`config.mk`:
```
export PLATFORM = sky130hd
export DESIGN_NAME = mips_control
export DESIGN_NICKNAME = d
export VERILOG_FILES = /design/src/mips_control_pkg.sv /design/src/control_fsm.sv /design/src/instr_decoder.sv /design/src/datapath_ctrl.sv /design/src/mem_ctrl.sv /design/src/mips_control.sv
export VERILOG_INCLUDE_DIRS = /design/src /design/src/src
export SDC_FILE = /design/constraint.sdc
export NUM_CORES = 1
export LEC_CHECK = 0
export BUFFER_PORTS_ARGS = -buffer_cell sky130_fd_sc_hd__buf_2
export CAP_MARGIN = 20
export CELL_PAD_IN_SITES_DETAIL_PLACEMENT = 2
export CELL_PAD_IN_SITES_GLOBAL_PLACEMENT = 2
export CORE_AREA = 3 3 91 58
export CTS_CLUSTER_SIZE = 20
export DETAILED_ROUTE_END_ITERATION = 8
export DIE_AREA = 0 0 94 61
export GPL_TIMING_DRIVEN = 1
export PLACE_DENSITY = 0.82
export SYNTH_ARGS = -nofsm -noshare
export SYNTH_HDL_FRONTEND = slang
export SYNTH_HIERARCHICAL = 1
export SYNTH_SLANG_ARGS = --single-unit
export TNS_END_PERCENT = 100
```
`constraint.sdc`:
```
create_clock -name clk -period 2.2 [get_ports clk]
set_input_delay 0 -clock clk [delete_from_list [all_inputs] [get_ports clk]]
set_output_delay 0 -clock clk [all_outputs]
set_load 0.02 [all_outputs]
```
`src/mips_control_config.svh`:
```
// mips control unit configuration, field and control word widths
`ifndef MIPS_CONTROL_CONFIG_SVH
`define MIPS_CONTROL_CONFIG_SVH

// instruction fields
`define OPCODE_W 6      // instr[31:26]
`define FUNCT_W 6       // instr[5:0] for the special opcode
`define BRFUNC_W 5      // rt field, picks the regimm branch variant

// sequencer
`define STATE_W 3       // halt, fetch, decode, exec1, exec2

// alu
`define ALUOP_W 4       // see alu_op_e

// memory side
`define BE_W 4          // byte lanes of a 32 bit word
`define EXT_W 3         // load extend mode, msb set means sub-word load

// multiply/divide unit
`define MDOP_W 2        // mthi, mtlo, mult, div

`endif

```
`src/mips_control_pkg.sv`:
```
// mips control package, encodings and control word structs shared by the control unit
`include "mips_control_config.svh"

package mips_control_pkg;

    typedef enum logic [`OPCODE_W-1:0] {
        OP_SPECIAL = 6'b000000,   // register format, funct decides
        OP_REGIMM  = 6'b000001,   // bltz and its link variants
        OP_J       = 6'b000010,
        OP_JAL     = 6'b000011,
        OP_BEQ     = 6'b000100,
        OP_BNE     = 6'b000101,
        OP_BLEZ    = 6'b000110,
        OP_BGTZ    = 6'b000111,
        OP_ADDIU   = 6'b001001,
        OP_SLTI    = 6'b001010,
        OP_SLTIU   = 6'b001011,
        OP_ANDI    = 6'b001100,
        OP_ORI     = 6'b001101,
        OP_XORI    = 6'b001110,
        OP_LUI     = 6'b001111,
        OP_LB      = 6'b100000,
        OP_LH      = 6'b100001,
        OP_LWL     = 6'b100010,   // not implemented, decodes as unknown
        OP_LW      = 6'b100011,
        OP_LBU     = 6'b100100,
        OP_LHU     = 6'b100101,
        OP_LWR     = 6'b100110,   // not implemented, decodes as unknown
        OP_SB      = 6'b101000,
        OP_SH      = 6'b101001,
        OP_SW      = 6'b101011
    } opcode_e;

    typedef enum logic [`FUNCT_W-1:0] {
        FN_SLL  = 6'b000000, FN_SRL  = 6'b000010, FN_SRA   = 6'b000011,
        FN_SLLV = 6'b000100, FN_SRLV = 6'b000110, FN_SRAV  = 6'b000111,
        FN_JR   = 6'b001000, FN_JALR = 6'b001001,
        FN_MFHI = 6'b010000, FN_MTHI = 6'b010001, FN_MFLO  = 6'b010010,
        FN_MTLO = 6'b010011, FN_MULT = 6'b011000, FN_MULTU = 6'b011001,
        FN_DIV  = 6'b011010, FN_DIVU = 6'b011011,
        FN_ADDU = 6'b100001, FN_SUBU = 6'b100011, FN_AND   = 6'b100100,
        FN_OR   = 6'b100101, FN_XOR  = 6'b100110, FN_SLT   = 6'b101010,
        FN_SLTU = 6'b101011
    } funct_e;

    typedef enum logic [`STATE_W-1:0] {
        ST_HALT   = 3'd0,
        ST_FETCH  = 3'd1,
        ST_DECODE = 3'd2,
        ST_EXEC1  = 3'd3,
        ST_EXEC2  = 3'd4
    } state_e;

    typedef enum logic [`ALUOP_W-1:0] {
        ALU_ADD   = 4'b0000,
        ALU_SUB   = 4'b0001,   // also the beq compare
        ALU_FUNCT = 4'b0010,   // alu looks at the funct field itself
        ALU_AND   = 4'b0100,
        ALU_OR    = 4'b0101,
        ALU_XOR   = 4'b0110,
        ALU_SLT   = 4'b0111,
        ALU_NE    = 4'b1000,
        ALU_GTZ   = 4'b1001,
        ALU_LEZ   = 4'b1010,
        ALU_LTZ   = 4'b1011,
        ALU_SLTU  = 4'b1100
    } alu_op_e;

    typedef enum logic [`EXT_W-1:0] {
        EXT_NONE   = 3'b000,
        EXT_HALF_U = 3'b100,
        EXT_HALF_S = 3'b101,
        EXT_BYTE_U = 3'b110,
        EXT_BYTE_S = 3'b111
    } ext_e;

    typedef struct packed {
        logic [`OPCODE_W-1:0] opcode;
        logic [`FUNCT_W-1:0]  funct;
        logic [`BRFUNC_W-1:0] rt;
        logic [1:0]           align;   // low address bits for sub-word stores
    } instr_fields_t;

    typedef struct packed {
        logic r_type;
        logic arith;         // r-type funct that writes rd
        logic reg_jump;      // jr, jalr
        logic mult_div;
        logic imm_alu;
        logic lui;
        logic branch;
        logic branch_link;   // bltzal, bgezal
        logic load;
        logic store;
        logic jump;          // j, jal
        logic jal;
        logic known;         // opcode is one we implement
        logic st_byte;
        logic st_half;
        ext_e ext;
    } instr_class_t;

    typedef struct packed {
        alu_op_e alu_op;
        logic    alu_src;      // 1 selects the immediate
        logic    signed_imm;
    } alu_ctrl_t;

    typedef struct packed {
        logic [`BE_W-1:0] byteenable;
        logic             memread;
        logic             memwrite;
        ext_e             extend_op;
    } mem_ctrl_t;

    typedef struct packed {
        logic regdst;
        logic memtoreg;
        logic regwrite;
        logic hitoreg;
        logic lotoreg;
        logic link;          // write return address
        logic loadimmed;     // lui path
    } reg_ctrl_t;

    typedef struct packed {
        logic jump;
        logic branch;
        logic regtojump;
        logic pcwrite;
        logic pctoadd;       // pc drives the memory address
        logic inwrite;       // load the instruction register
    } pc_ctrl_t;

    typedef struct packed {
        logic              en;
        logic              is_signed;
        logic [`MDOP_W-1:0] op;
    } muldiv_ctrl_t;

endpackage

```
`src/control_fsm.sv`:
```
// control fsm, five state sequencer with run start and memory stall
`timescale 1ns/1ns
`include "mips_control_config.svh"

module control_fsm
    import mips_control_pkg::*;
(
    input  logic   clk,
    input  logic   rst,
    input  logic   run,
    input  logic   waitrequest,   // memory busy, hold the state
    output state_e state
);

    state_e state_next;

    always_comb begin
        state_next = state;
        case (state)
            ST_HALT: begin
                if (run) state_next = ST_FETCH;
            end
            ST_FETCH: begin
                if (!waitrequest) state_next = ST_DECODE;   // instruction word is back
            end
            ST_DECODE: begin
                state_next = ST_EXEC1;                     // never stalls
            end
            ST_EXEC1: begin
                if (!waitrequest) state_next = ST_EXEC2;
            end
            ST_EXEC2: begin
                if (!waitrequest) state_next = ST_FETCH;
            end
            default: begin
                state_next = ST_HALT;
            end
        endcase
    end

    always_ff @(posedge clk) begin
        if (rst) begin
            state <= ST_HALT;
        end else begin
            state <= state_next;
        end
    end

    // the register never holds one of the three unused codes
    a_state_legal: assert property (@(posedge clk) disable iff (rst)
        state inside {ST_HALT, ST_FETCH, ST_DECODE, ST_EXEC1, ST_EXEC2})
        else $error("control_fsm reached illegal state %0d", state);

endmodule

```
`src/instr_decoder.sv`:
```
// instruction decoder, opcode and funct to class flags and alu control
`timescale 1ns/1ns
`include "mips_control_config.svh"

module instr_decoder
    import mips_control_pkg::*;
(
    input  instr_fields_t instr,
    output instr_class_t  cls,
    output alu_ctrl_t     alu
);

    // rt codes of the regimm link variants
    localparam logic [`BRFUNC_W-1:0] RT_BLTZAL = 5'b10000;
    localparam logic [`BRFUNC_W-1:0] RT_BGEZAL = 5'b10001;

    always_comb begin
        cls            = '0;
        cls.ext        = EXT_NONE;
        alu.alu_op     = ALU_ADD;
        alu.alu_src    = 1'b0;
        alu.signed_imm = 1'b0;

        case (instr.opcode)
            OP_SPECIAL: begin
                cls.r_type = 1'b1;
                cls.arith  = instr.funct inside {FN_ADDU, FN_AND, FN_OR, FN_SLT, FN_SLTU,
                                                 FN_SUBU, FN_XOR, FN_SLL, FN_SRA, FN_SRL,
                                                 FN_SLLV, FN_SRAV, FN_SRLV, FN_MFHI,
                                                 FN_MFLO, FN_JALR};
                cls.reg_jump = instr.funct inside {FN_JR, FN_JALR};
                cls.mult_div = instr.funct inside {FN_MTHI, FN_MTLO, FN_MULT, FN_MULTU,
                                                   FN_DIV, FN_DIVU};
                alu.alu_op   = ALU_FUNCT;
            end

            // immediate alu group, all take the immediate operand
            OP_ADDIU: begin
                cls.imm_alu = 1'b1;
                alu.alu_src = 1'b1;
            end
            OP_SLTI: begin
                cls.imm_alu    = 1'b1;
                alu.alu_op     = ALU_SLT;
                alu.alu_src    = 1'b1;
                alu.signed_imm = 1'b1;   // only slti compares signed
            end
            OP_SLTIU: begin
                cls.imm_alu = 1'b1;
                alu.alu_op  = ALU_SLTU;
                alu.alu_src = 1'b1;
            end
            OP_ANDI: begin
                cls.imm_alu = 1'b1;
                alu.alu_op  = ALU_AND;
                alu.alu_src = 1'b1;
            end
            OP_ORI: begin
                cls.imm_alu = 1'b1;
                alu.alu_op  = ALU_OR;
                alu.alu_src = 1'b1;
            end
            OP_XORI: begin
                cls.imm_alu = 1'b1;
                alu.alu_op  = ALU_XOR;
                alu.alu_src = 1'b1;
            end
            OP_LUI: begin
                cls.lui     = 1'b1;
                alu.alu_src = 1'b1;
            end

            // two register branches compare rs with rt
            OP_BEQ: begin
                cls.branch = 1'b1;
                alu.alu_op = ALU_SUB;
            end
            OP_BNE: begin
                cls.branch = 1'b1;
                alu.alu_op = ALU_NE;
            end
            OP_BGTZ: begin
                cls.branch  = 1'b1;
                alu.alu_op  = ALU_GTZ;
                alu.alu_src = 1'b1;
            end
            OP_BLEZ: begin
                cls.branch  = 1'b1;
                alu.alu_op  = ALU_LEZ;
                alu.alu_src = 1'b1;
            end
            OP_REGIMM: begin
                cls.branch      = 1'b1;
                cls.branch_link = instr.rt inside {RT_BLTZAL, RT_BGEZAL};
                alu.alu_op      = ALU_LTZ;
                alu.alu_src     = 1'b1;
            end

            // loads and stores add the offset to rs
            OP_LB, OP_LBU, OP_LH, OP_LHU, OP_LW: begin
                cls.load    = 1'b1;
                alu.alu_src = 1'b1;
                case (instr.opcode)
                    OP_LB:   cls.ext = EXT_BYTE_S;
                    OP_LBU:  cls.ext = EXT_BYTE_U;
                    OP_LH:   cls.ext = EXT_HALF_S;
                    OP_LHU:  cls.ext = EXT_HALF_U;
                    default: cls.ext = EXT_NONE;    // lw takes the whole word
                endcase
            end
            OP_SB, OP_SH, OP_SW: begin
                cls.store   = 1'b1;
                cls.st_byte = instr.opcode == OP_SB;
                cls.st_half = instr.opcode == OP_SH;
                alu.alu_src = 1'b1;
            end

            OP_J: begin
                cls.jump = 1'b1;
            end
            OP_JAL: begin
                cls.jump = 1'b1;
                cls.jal  = 1'b1;
            end
            default: begin
            end
        endcase

        cls.known = cls.r_type | cls.imm_alu | cls.lui | cls.branch
                  | cls.load | cls.store | cls.jump;
    end

endmodule

```
`src/datapath_ctrl.sv`:
```
// datapath control, alu, register file, pc and multiply/divide strobes per state
`timescale 1ns/1ns
`include "mips_control_config.svh"

module datapath_ctrl
    import mips_control_pkg::*;
(
    input  state_e        state,
    input  instr_class_t  cls,
    input  alu_ctrl_t     alu_in,
    input  instr_fields_t instr,
    input  logic          waitrequest,
    output alu_ctrl_t     alu,
    output reg_ctrl_t     regs,
    output pc_ctrl_t      pc,
    output muldiv_ctrl_t  md
);

    logic fetch;
    logic decode;
    logic exec1;
    logic exec2;
    logic writes_reg;   // instruction has a register result

    assign fetch  = state == ST_FETCH;
    assign decode = state == ST_DECODE;
    assign exec1  = state == ST_EXEC1;
    assign exec2  = state == ST_EXEC2;

    assign writes_reg = cls.arith | cls.imm_alu | cls.lui | cls.load
                      | cls.jal | cls.branch_link;

    always_comb begin
        alu  = '0;
        regs = '0;
        pc   = '0;
        md   = '0;

        if (fetch || decode) begin
            pc.pctoadd = 1'b1;     // pc addresses memory in both
            pc.inwrite = decode;   // capture the fetched word
        end else if (cls.known) begin
            // halt, exec1 and exec2 follow the opcode
            alu = alu_in;

            regs.regdst    = cls.r_type | cls.store;
            regs.memtoreg  = cls.load && instr.opcode == OP_LW;
            regs.regwrite  = exec2 & writes_reg;
            regs.hitoreg   = cls.r_type && instr.funct == FN_MFHI;
            regs.lotoreg   = cls.r_type && instr.funct == FN_MFLO;
            regs.link      = cls.jal | cls.branch_link
                           | (cls.r_type && instr.funct == FN_JALR);
            regs.loadimmed = cls.lui;

            pc.jump      = cls.jump | cls.reg_jump;
            pc.branch    = cls.branch;
            pc.regtojump = cls.reg_jump;
            pc.pcwrite   = exec2 & !waitrequest;   // last cycle of the instruction

            md.en        = cls.mult_div & exec1;   // one strobe per instruction
            md.is_signed = cls.r_type && instr.funct inside {FN_MULT, FN_DIV};
            if (cls.r_type) begin
                case (instr.funct)
                    FN_MTLO:           md.op = 2'b01;
                    FN_MULT, FN_MULTU: md.op = 2'b10;
                    FN_DIV, FN_DIVU:   md.op = 2'b11;
                    default:           md.op = 2'b00;   // mthi
                endcase
            end
        end
    end

    // a register result only lands once the sequencer is in exec2
    a_regwrite_exec2: assert property (@(state) regs.regwrite |-> state == ST_EXEC2)
        else $error("regwrite high in state %0d", state);

endmodule

```
`src/mem_ctrl.sv`:
```
// memory control, read/write strobes, byte lanes and load extend mode
`timescale 1ns/1ns
`include "mips_control_config.svh"

module mem_ctrl
    import mips_control_pkg::*;
(
    input  state_e        state,
    input  instr_class_t  cls,
    input  instr_fields_t instr,
    output mem_ctrl_t     mem
);

    localparam logic [`BE_W-1:0] BE_ALL  = '1;
    localparam logic [`BE_W-1:0] BE_BYTE = 4'b1000;   // lane of address 0
    localparam logic [`BE_W-1:0] BE_HALF = 4'b1100;

    always_comb begin
        mem.byteenable = BE_ALL;
        mem.memread    = 1'b0;
        mem.memwrite   = 1'b0;
        mem.extend_op  = EXT_NONE;

        if (state == ST_FETCH) begin
            mem.memread = 1'b1;   // instruction read
        end else if (state != ST_DECODE) begin
            // avalon reads stall the cpu, so only ask in exec1
            mem.memread   = (state == ST_EXEC1) & (cls.load | cls.lui);
            mem.memwrite  = (state == ST_EXEC2) & cls.store;
            mem.extend_op = cls.ext;

            if (cls.st_byte) begin
                mem.byteenable = BE_BYTE >> instr.align;
            end else if (cls.st_half) begin
                mem.byteenable = BE_HALF >> instr.align;
            end
        end
    end

    // a single avalon transfer is either a read or a write
    a_rd_wr_excl: assert property (@(state) !(mem.memread && mem.memwrite))
        else $error("memread and memwrite both high in state %0d", state);

endmodule

```
`src/mips_control.sv`:
```
// mips control unit top, sequencer plus decode and control word drivers
`timescale 1ns/1ns
`include "mips_control_config.svh"

module mips_control
    import mips_control_pkg::*;
(
    input  logic          clk,
    input  logic          rst,
    input  logic          run,
    input  logic          waitrequest,
    input  instr_fields_t instr,
    output alu_ctrl_t     alu,
    output mem_ctrl_t     mem,
    output reg_ctrl_t     regs,
    output pc_ctrl_t      pc,
    output muldiv_ctrl_t  md
);

    state_e       state;
    instr_class_t cls;
    alu_ctrl_t    alu_dec;   // decoder alu fields before state forcing

    control_fsm i_control_fsm (
        .clk         (clk),
        .rst         (rst),
        .run         (run),
        .waitrequest (waitrequest),
        .state       (state)
    );

    instr_decoder i_instr_decoder (
        .instr (instr),
        .cls   (cls),
        .alu   (alu_dec)
    );

    datapath_ctrl i_datapath_ctrl (
        .state       (state),
        .cls         (cls),
        .alu_in      (alu_dec),
        .instr       (instr),
        .waitrequest (waitrequest),
        .alu         (alu),
        .regs        (regs),
        .pc          (pc),
        .md          (md)
    );

    mem_ctrl i_mem_ctrl (
        .state (state),
        .cls   (cls),
        .instr (instr),
        .mem   (mem)
    );

endmodule

```
==> flow_metrics.env, run 1 <==
export IMPL_async_reset_ff_share_pct=0
export IMPL_ys_warn_count=6
export IMPL_rsz0062_at_grt="false"
export IMPL_synth_top_area_share_pct=10.88
export IMPL_synth_compound_area_share_pct=20.94
export IMPL_place_hpwl_um=3459
export IMPL_syn_nets=187
export IMPL_cts_buffers=3
export IMPL_synth_seq_cells=3
export IMPL_reg_top3="i_control_fsm/state x3"
export IMPL_drive_above_1_share_pct=38.99
export IMPL_ios=55
export IMPL_fin_crit_ps=1922
export IMPL_skew_ps=5.218
export IMPL_path_class="in -> out"
export IMPL_synth_distinct_cells=48
export IMPL_regMostFlops="i_control_fsm/state"
export IMPL_rows=19
export IMPL_yosys_area_share_adder_pct=4.678
export IMPL_cts_clk_slew_worst_paths_ps=30
export IMPL_cp_max_fo=5
export IMPL_pwr_density_cell_nw_per_um2=301.7
export IMPL_die_h_um=61
export IMPL_ant_nets=0
export IMPL_grt_max_degree=17
export IMPL_start_kind="primary input"
export IMPL_ys_seq_area_share_pct=5.614
export IMPL_via_per_inst=4.943
export IMPL_htree_levels=1
export IMPL_grt_overflow=0
export IMPL_max_clock_path_buffers=2
export IMPL_synth_enable_flop_cells=0
export IMPL_n_antenna_cell=0
export IMPL_insertion_delay_ps=220
export IMPL_fin_nets=246
export IMPL_final_max_slew_viol_count=0
export IMPL_critical_path_required_ps=2200
export IMPL_maxCapViolations=0
export IMPL_die_area_sq_um=5734
export IMPL_period_share_pct=87.37
export IMPL_die_x_um=94
export IMPL_worstMarginPinSlew_ps=459.0
export IMPL_core_sq_um=4517
export IMPL_wl_um=4243
export IMPL_initial_core_util_pct=23.68
export IMPL_grt_pass1_wl_um=6913
export IMPL_antenna_found_initial=0
export IMPL_synth_most_common_cell="nor2_1"
export IMPL_grt_pass1_vias=1369
export IMPL_synth_xor_area_share_pct=3.860
export IMPL_drt_iter0_drc=72
export IMPL_drtPass1Iterations=4
export IMPL_place_gp_congestion=0.7858
export IMPL_synthCells=160
export IMPL_peakVddDrop_mv=0.3976
export IMPL_ys_flop_type="dfxtp_1"
export IMPL_port_buffers=53
export IMPL_fin_tns_setup_ps=0
export IMPL_timing_fmax_mhz=520.3
export IMPL_drc=0
export IMPL_setup_viol=0
export IMPL_status="completed"
export IMPL_synth_top_family_by_area="simple AND/OR/NAND/NOR gates"
export IMPL_clock_sinks=3
export IMPL_end_kind="output pin"
export IMPL_area_growth_pct=38.95
export IMPL_syn_area_per_cell_sq_um=6.686
export IMPL_synth_simple_area_share_pct=58.60
export IMPL_final_util_pct=32.91
export IMPL_syn_area_sq_um=1070
export IMPL_tritoncts="done"
export IMPL_synthTopCellsByCount="nor2_1, inv_1, and2_2, nor2b_1, nor3_1"
export IMPL_synthMuxAreaShare_pct=0.9357
export IMPL_grt_total_usage_pct=15.23
export IMPL_yosysTopAreaCell="nor2_1"
export IMPL_synthTopCellsByArea="nor2_1, and2_2, dfxtp_1"
export IMPL_vias=1389
export IMPL_root_buffer="clkbuf_8"
export IMPL_relSlewSlack_pct=69.36
export IMPL_cp_arrival_ps=1920
export IMPL_wl_per_cell_um=15.10
export IMPL_hold_path_class="in -> reg"
export IMPL_finalHoldViolCount=0
export IMPL_largest_reg_flops=3
export IMPL_power_leakage_nw=0.6605
==> timing repair <==
item                       4_1_cts  5_1_grt
setup endpoints to repair        0        0
gates resized for setup          0        0
hold endpoints to repair         3        0
hold buffers                     1        0
buffers inserted                 0        0
==> cell usage in the layout (no fill, tap or decap), types with 2 or more instances in the layout <==
| cell | n |
|---|---|
| a21oi_1 | 7 |
| buf_4 | 5 |
| nor3b_1 | 3 |
| nand2b_1 | 6 |
| nor2_1 | 31 |
| or3_1 | 3 |
| a311oi_1 | 3 |
| and2_2 | 9 |
| nor3_1 | 8 |
| nand3_1 | 3 |
| nand2_1 | 6 |
| ha_1 | 4 |
| o22ai_1 | 3 |
| buf_2 | 53 |
| dfxtp_1 | 3 |
| nor4_1 | 4 |
| or2_2 | 3 |
| o21a_1 | 4 |
| o21ai_0 | 6 |
| xnor2_2 | 2 |
| clkbuf_8 | 3 |
| nor2b_1 | 8 |
| nor4b_1 | 4 |
| inv_1 | 10 |
==> logic make-up (layout without fill, tap and decap cells) <==
| family | count (synthesis) | count (layout) |
|---|---|---|
| XOR/XNOR | 3 | 3 |
| AO/OA/AOI/OAI | 32 | 32 |
| buffers and inverters | 15 | 73 |
| flip-flops | 3 | 3 |
| adder cells (fa/ha/maj) | 4 | 4 |
| AND/OR/NAND/NOR | 102 | 102 |
| multiplexers | 1 | 1 |
==> worst paths after layout <==
check,from,end,slack [ps],depth (start not counted)
max,instr[15],regs[2],280,8
min,waitrequest,i_control_fsm/state[2],160,3
max reg2reg,i_control_fsm/state[2],i_control_fsm/state[0],960,3
min reg2reg,i_control_fsm/state[1],i_control_fsm/state[1],780,2
==> layer usage <==
layer | share of wire (%) | global-route usage, %
met1 | 51 | 22.65
met2 | 45 | 23.81
met3 | 3.7 | 1.859
met4 | 0.42 | 2.881
met5 | 0 | 0
==> critical path: stages <==
cell and delay, ps:
buf_2 110, or4_4 560, or2_4 280, inv_1 70
nor3b_2 220, o2111ai_2 230, nor4b_2 240, buf_2 200
==> area by class of cell <==
cell class | instances | area, sq um
sequential | 3 | 60.06
fill | 592 | 3030
multi-input combinational | 142 | 952.2
tap | 63 | 78.83
inverter | 10 | 37.54
timing repair buffer | 59 | 312.8
clock buffer | 4 | 45.04
==> per-stage QoR <==
stage | setup slack [ps] | instance area, sq um | power [mW] | hold WS [ps] | instances
after detailed placement | 299.2 | 1431 | 0.2845 | 207.8 | 276
final | 277.9 | 1486 | 0.4484 | 164.0 | 281
after CTS | 288.2 | 1486 | 0.4566 | 149.4 | 281
after global routing | 208.5 | 1486 | 0.4856 | 212.9 | 281
after floorplan | 277.4 | 1070 | 0.1934 | 52.71 | 160
after global placement | 320.4 | 1431 | 0.2776 | 204.4 | 276
==> where the power goes <==
| part | switching [mW] | leakage (nW) | internal [mW] | total [mW] |
|---|---|---|---|---|
| Combinational | 0.130 | 0.613 | 0.0811 | 0.211 |
| Clock | 0.0410 | 0.0228 | 0.124 | 0.165 |
| Sequential | 0.0138 | 0.0246 | 0.0587 | 0.0726 |
| Total | 0.185 | 0.660 | 0.264 | 0.448 |
Power figures use the tool's default switching activity.
==> run 2: changes to the inputs <==
--- a/config.mk
+++ b/config.mk
@@ -7,17 +7,15 @@
 export NUM_CORES = 1
 export LEC_CHECK = 0
 export BUFFER_PORTS_ARGS = -buffer_cell sky130_fd_sc_hd__buf_2
-export CAP_MARGIN = 20
 export CELL_PAD_IN_SITES_DETAIL_PLACEMENT = 2
 export CELL_PAD_IN_SITES_GLOBAL_PLACEMENT = 2
-export CORE_AREA = 3 3 91 58
+export CORE_AREA = 3 3 87 56
 export CTS_CLUSTER_SIZE = 20
 export DETAILED_ROUTE_END_ITERATION = 8
-export DIE_AREA = 0 0 94 61
+export DIE_AREA = 0 0 90 59
 export GPL_TIMING_DRIVEN = 1
 export PLACE_DENSITY = 0.82
 export SYNTH_ARGS = -nofsm -noshare
 export SYNTH_HDL_FRONTEND = slang
-export SYNTH_HIERARCHICAL = 1
 export SYNTH_SLANG_ARGS = --single-unit
 export TNS_END_PERCENT = 100
==> run 2 against run 1 <==
Effect of this change: combinational power shrank 6%; clock-buffer cell count stayed put; sequential power decreased by 8.5%; sequential cell count stayed put; sequential share of layout area is 0.75 points higher; first-iteration DRC count up 1.4%; register-to-register slack improved by 120 ps; clock power down 4%; hold slack worse by 78 ps; synthesized cell count fell by 15%; design area shrank 16%.
==> flow_metrics.env, run 2 <==
export IMPL_end_kind="output pin"
export IMPL_die_h_um=59
export IMPL_synth_distinct_cells=48
export IMPL_design_area_sq_um=1255
export IMPL_drt_iter0_drc=73
export IMPL_critical_path_cell_chain="xnor2_1 -> nor2_1 -> nor4_1 -> nand3_1 -> buf_2"
export IMPL_grt_total_usage_pct=13.64
export IMPL_synth_enable_flop_cells=0
export IMPL_drc=0
export IMPL_synth_top_area_share_pct=8.702
export IMPL_htree_levels=1
export IMPL_core_sq_um=4099
export IMPL_drtPass1Iterations=4
export IMPL_skew_ps=3.589
export IMPL_rows=18
export IMPL_setup_viol=0
export IMPL_max_clock_path_buffers=2
export IMPL_drive_above_1_share_pct=38.38
export IMPL_synthTopCellsByCount="nor2_1, nand2_1, nor3_1"
export IMPL_relSlewSlack_pct=60.42
export IMPL_syn_nets=163
export IMPL_rsz0062_at_grt="false"
export IMPL_cp_arrival_ps=1930
export IMPL_n_antenna_cell=0
export IMPL_die_x_um=90
export IMPL_tritoncts="done"
export IMPL_place_gp_congestion=0.7983
export IMPL_path_class="reg -> out"
export IMPL_hold_path_class="in -> reg"
export IMPL_slowest_delay_ps=580
export IMPL_ys_flop_type="dfxtp_1"
export IMPL_grt_overflow=0
export IMPL_port_buffers=53
export IMPL_hold_ws_ps=86.32
export IMPL_pwr_density_cell_nw_per_um2=337.9
export IMPL_insertion_delay_ps=210
export IMPL_fin_tns_setup_ps=0
export IMPL_fin_crit_ps=1926
export IMPL_final_common_cell="buf_2"
export IMPL_period_share_pct=87.56
export IMPL_async_reset_ff_share_pct=0
export IMPL_cts_resized_gates=0
export IMPL_setup_ws_ps=273.6
export IMPL_critPathTopFamily="simple AND/OR/NAND/NOR gates"
export IMPL_synth_seq_cells=3
export IMPL_syn_area_per_cell_sq_um=6.661
export IMPL_wl_per_cell_um=14.90
export IMPL_finalHoldViolCount=0
export IMPL_ant_nets=0
export IMPL_fin_nets=213
export IMPL_cts_buffers=3
export IMPL_wl_um=3651
export IMPL_grt_pass1_wl_um=6099
export IMPL_cp_max_fo=9
export IMPL_peakVddDrop_mv=0.3651
export IMPL_cp_num_buf_inv=1
export IMPL_place_hpwl_um=2938
export IMPL_ios=55
export IMPL_place_area_sq_um=1200
export IMPL_maxCapViolations=0
export IMPL_ys_seq_area_share_pct=6.630
export IMPL_synth_most_common_cell="nor2_1"
export IMPL_worstMarginPinSlew_ps=588.3
export IMPL_synthCells=136
export IMPL_dpl_worst_slack_ps=477.4
export IMPL_num_fill_cells=542
export IMPL_start_kind="flop"
export IMPL_grt_pass1_vias=1194
export IMPL_final_cell_mix="buf_2, nor2_1, nand2_1"
export IMPL_slowest_stage="nor4_1"
export IMPL_initial_core_util_pct=22.10
export IMPL_die_area_sq_um=5310
export IMPL_timing_fmax_mhz=519.1
export IMPL_power_leakage_nw=0.5835
export IMPL_cts_clk_slew_worst_paths_ps=30
export IMPL_synthTopCellsByArea="nor2_1, dfxtp_1, nand2_1"
export IMPL_largest_reg_flops=3
export IMPL_root_buffer="clkbuf_8"
export IMPL_status="completed"
export IMPL_reg_top3="i_control_fsm.state x3"
export IMPL_yosysTopAreaCell="nor2_1"
export IMPL_ys_warn_count=0
export IMPL_via_per_inst=4.845
export IMPL_area_growth_pct=38.54
export IMPL_regMostFlops="i_control_fsm.state"
export IMPL_antenna_found_initial=0
export IMPL_critical_path_required_ps=2200
export IMPL_grt_max_degree=22
export IMPL_syn_area_sq_um=905.9
export IMPL_final_max_slew_viol_count=0
export IMPL_vias=1187
export IMPL_clock_sinks=3
run 2: cell types whose count changed after synthesis, sizes merged, moves of 4 or more:
cell / previous run / this run
and2: 9 / 1
buf: 1 / 5
nand2: 6 / 15
nor2: 31 / 22
nor2b: 9 / 3
nor4b: 5 / 1
run 2: cells by family after synthesis:
family / synth area share [%]
XOR/XNOR: 1.934
flip-flops: 6.630
AND/OR/NAND/NOR: 48.21
AO/OA/AOI/OAI: 26.93
adder cells (fa/ha/maj): 5.525
buffers and inverters: 8.425
multiplexers: 2.348
run 2: per-stage QoR:
step	power, mW	utilization, %	instances
4_1_cts	0.4318	30.62	245
2_1_floorplan	0.1980	-	136
3_3_place_gp	0.2585	29.27	240
6_report	0.4241	30.62	245
3_5_place_dp	0.2650	29.27	240
5_1_grt	0.4606	30.62	245
run 2: routing by layer:
metal | vias to the layer above | routed length, um | part of all wire [%] | global-route usage (%)
met5 | - | 0 | 0 | 0
met4 | 0 | 0 | 0 | 0.6536
met3 | 0 | 142 | 3.9 | 2.284
met2 | 31 | 1549 | 42 | 20.49
met1 | 569 | 1959 | 54 | 21.26
li1 | 587 | - | - | -
run 2: tightest hold or removal path: cells and delay by family:
| family | cells | cell delay [ps] |
|---|---|---|
| buffers and inverters | 1 | 80 |
| AND/OR/NAND/NOR | 1 | 110 |
| AO/OA/AOI/OAI | 1 | 60 |
run 2: worst paths after layout:
| kind | startpoint | endpoint | slack (ps) | depth (start not counted) |
|---|---|---|---|---|
| hold / removal | run | i_control_fsm.state[0] | 90 | 3 |
| setup / recovery | i_control_fsm.state[1] | mem[5] | 270 | 5 |
| setup reg to reg | i_control_fsm.state[0] | i_control_fsm.state[1] | 1080 | 4 |
| hold reg to reg | i_control_fsm.state[2] | i_control_fsm.state[1] | 600 | 1 |
run 2: area by class of cell:
type	count	area (sq um)	area share (%)
clock buffer	4	45.04	3.589
inverter	8	30.03	2.393
multi-input combinational	116	769.5	61.32
sequential	3	60.06	4.786
tap	60	75.07	5.982
timing repair buffer	54	275.3	21.93
run 2: report_power, final:
group	switching (mW)	total [mW]	internal [mW]	leakage (nW)
Clock	0.0358	0.159	0.124	0.0228
Combinational	0.129	0.198	0.0689	0.536
Sequential	0.00763	0.0664	0.0588	0.0246
run 2: what timing repair did:
| item | CTS | global route |
|---|---|---|
| buffers inserted | 0 | 0 |
| endpoints found under the hold margin | 3 | 0 |
| hold buffers | 1 | 0 |
==> run 3: changes to the inputs <==
--- a/config.mk
+++ b/config.mk
@@ -9,12 +9,12 @@
 export BUFFER_PORTS_ARGS = -buffer_cell sky130_fd_sc_hd__buf_2
 export CELL_PAD_IN_SITES_DETAIL_PLACEMENT = 2
 export CELL_PAD_IN_SITES_GLOBAL_PLACEMENT = 2
-export CORE_AREA = 3 3 87 56
+export CORE_AREA = 3 3 89 57
 export CTS_CLUSTER_SIZE = 20
 export DETAILED_ROUTE_END_ITERATION = 8
-export DIE_AREA = 0 0 90 59
+export DIE_AREA = 0 0 92 60
 export GPL_TIMING_DRIVEN = 1
-export PLACE_DENSITY = 0.82
+export PLACE_DENSITY = 0.79
 export SYNTH_ARGS = -nofsm -noshare
 export SYNTH_HDL_FRONTEND = slang
 export SYNTH_SLANG_ARGS = --single-unit
==> constraint.sdc (replaced) <==
create_clock -name clk -period 2.15 [get_ports clk]
set_input_delay 0 -clock clk [delete_from_list [all_inputs] [get_ports clk]]
set_output_delay 0 -clock clk [all_outputs]
set_load 0.02 [all_outputs]
==> run 3 against run 2 <==
Effect of this change: die area rose by 4.0%; clock-buffer cell count unchanged; total power increased by 3.2%; combinational power rose by 4%; hold slack better by 37 ps; clock skew about the same; first-iteration DRC count down 58%; critical path depth is the same; sequential cell count stayed put; register-to-register slack hardly changed; sequential share of layout area is 0.057 points lower; critical endpoint is now regs[1].
==> flow_metrics.env, run 3 (synthesized netlist as in run 2, its figures left out) <==
export IMPL_reg_top3="i_control_fsm.state x3"
export IMPL_die_h_um=60
export IMPL_fin_nets=215
export IMPL_drc=0
export IMPL_tritoncts="done"
export IMPL_cts_buffers=3
export IMPL_cp_arrival_ps=1900
export IMPL_place_area_sq_um=1215
export IMPL_grt_pass1_vias=1210
export IMPL_cts_resized_gates=0
export IMPL_path_class="reg -> out"
export IMPL_fin_tns_setup_ps=0
export IMPL_skew_ps=3.721
export IMPL_setup_worst_path_start="i_control_fsm.state[1]"
export IMPL_pwr_density_cell_nw_per_um2=344.8
export IMPL_grt_max_degree=18
export IMPL_place_hpwl_um=3040
export IMPL_timing_fmax_mhz=526.5
export IMPL_critical_path_required_ps=2150
export IMPL_die_x_um=92
export IMPL_drt_iter0_drc=31
export IMPL_status="completed"
export IMPL_end_kind="output pin"
export IMPL_insertion_delay_ps=220
export IMPL_fin_crit_ps=1899
export IMPL_wl_per_cell_um=15.01
export IMPL_power_total_mw=0.4379
export IMPL_ant_nets=0
export IMPL_area_growth_pct=40.19
export IMPL_clock_sinks=3
export IMPL_grt_total_usage_pct=13.91
export IMPL_port_buffers=53
export IMPL_place_gp_congestion=0.7642
export IMPL_maxCapViolations=0
export IMPL_initial_core_util_pct=21.62
export IMPL_r2r_start="i_control_fsm.state[0]"
export IMPL_via_per_inst=4.785
export IMPL_power_leakage_nw=0.5937
export IMPL_setup_viol=0
export IMPL_relSlewSlack_pct=58.60
export IMPL_peakVddDrop_mv=0.2566
export IMPL_antenna_found_initial=0
export IMPL_period_share_pct=88.35
export IMPL_design_area_sq_um=1270
export IMPL_finalHoldViolCount=0
export IMPL_cp_max_fo=9
export IMPL_regMostFlops="i_control_fsm.state"
export IMPL_drive_above_1_share_pct=39.04
export IMPL_rows=18
export IMPL_start_kind="flop"
export IMPL_hold_path_class="in -> reg"
export IMPL_grt_overflow=0
export IMPL_ios=55
export IMPL_worstMarginPinSlew_ps=618.7
export IMPL_htree_levels=1
export IMPL_rsz0062_at_grt="false"
export IMPL_hold_ws_ps=123.2
export IMPL_die_area_sq_um=5520
export IMPL_wl_um=3707
export IMPL_final_common_cell="buf_2"
export IMPL_cts_clk_slew_worst_paths_ps=30
export IMPL_drtPass1Iterations=4
export IMPL_n_antenna_cell=0
export IMPL_hold_start="run"
export IMPL_core_sq_um=4189
export IMPL_num_fill_cells=546
export IMPL_vias=1182
export IMPL_grt_pass1_wl_um=6244
export IMPL_largest_reg_flops=3
export IMPL_final_cell_mix="buf_2, nor2_1, nand2_1"
export IMPL_final_max_slew_viol_count=0
export IMPL_max_clock_path_buffers=2
export IMPL_root_buffer="clkbuf_8"
-- run 3: through the flow --
stage / worst slack, ps / instances / util, %
finish: 250.6 / 247 / 30.32
global route: 36.25 / 247 / 30.32
CTS: 202.8 / 247 / 30.32
detailed placement: 444.6 / 242 / 29.00
global placement: 473.3 / 242 / 29.00
floorplan: 329.2 / 136 / -
-- run 3: final cells by class --
class	count	area, sq um	share of cell area, %
Multi-Input combinational cell	116	769.5	60.59
Timing Repair Buffer	56	290.3	22.86
Tap cell	60	75.07	5.911
Sequential cell	3	60.06	4.729
Clock buffer	4	45.04	3.547
Inverter	8	30.03	2.365
-- run 3: layer usage --
metal	vias up	wire length, um	track usage (%)
met5	-	0	0
met4	0	10	1.903
li1	593	-	-
met2	40	1486	20.44
met3	2	250	3.270
met1	547	1960	20.90
-- run 3: timing repair --
| action | in CTS | in global routing |
|---|---|---|
| hold buffers | 1 | 0 |
| buffers inserted | 0 | 0 |
| hold endpoints to repair | 3 | 0 |
-- run 3: report_power, final --
part	leakage, nW	switching, mW	internal (mW)	total [mW]
sequential	0.0246	0.00723	0.0601	0.0674
clock	0.0228	0.0390	0.127	0.166
combinational	0.546	0.133	0.0721	0.205
-- run 3: worst max-delay path, cell delays in order (launching register included) --
cell and delay (ps):
dfxtp_1 450, xnor2_1 110, nor2_1 490, or2_1 360, a21oi_1 90, buf_2 180
-- run 3: worst paths after layout --
| check | to | slack [ps] | depth (start not counted) |
|---|---|---|---|
| setup reg to reg | i_control_fsm.state[1] | 1070 | 4 |
| hold / removal | i_control_fsm.state[0] | 120 | 3 |
| hold reg to reg | i_control_fsm.state[1] | 610 | 1 |
| setup / recovery | regs[1] | 250 | 5 |
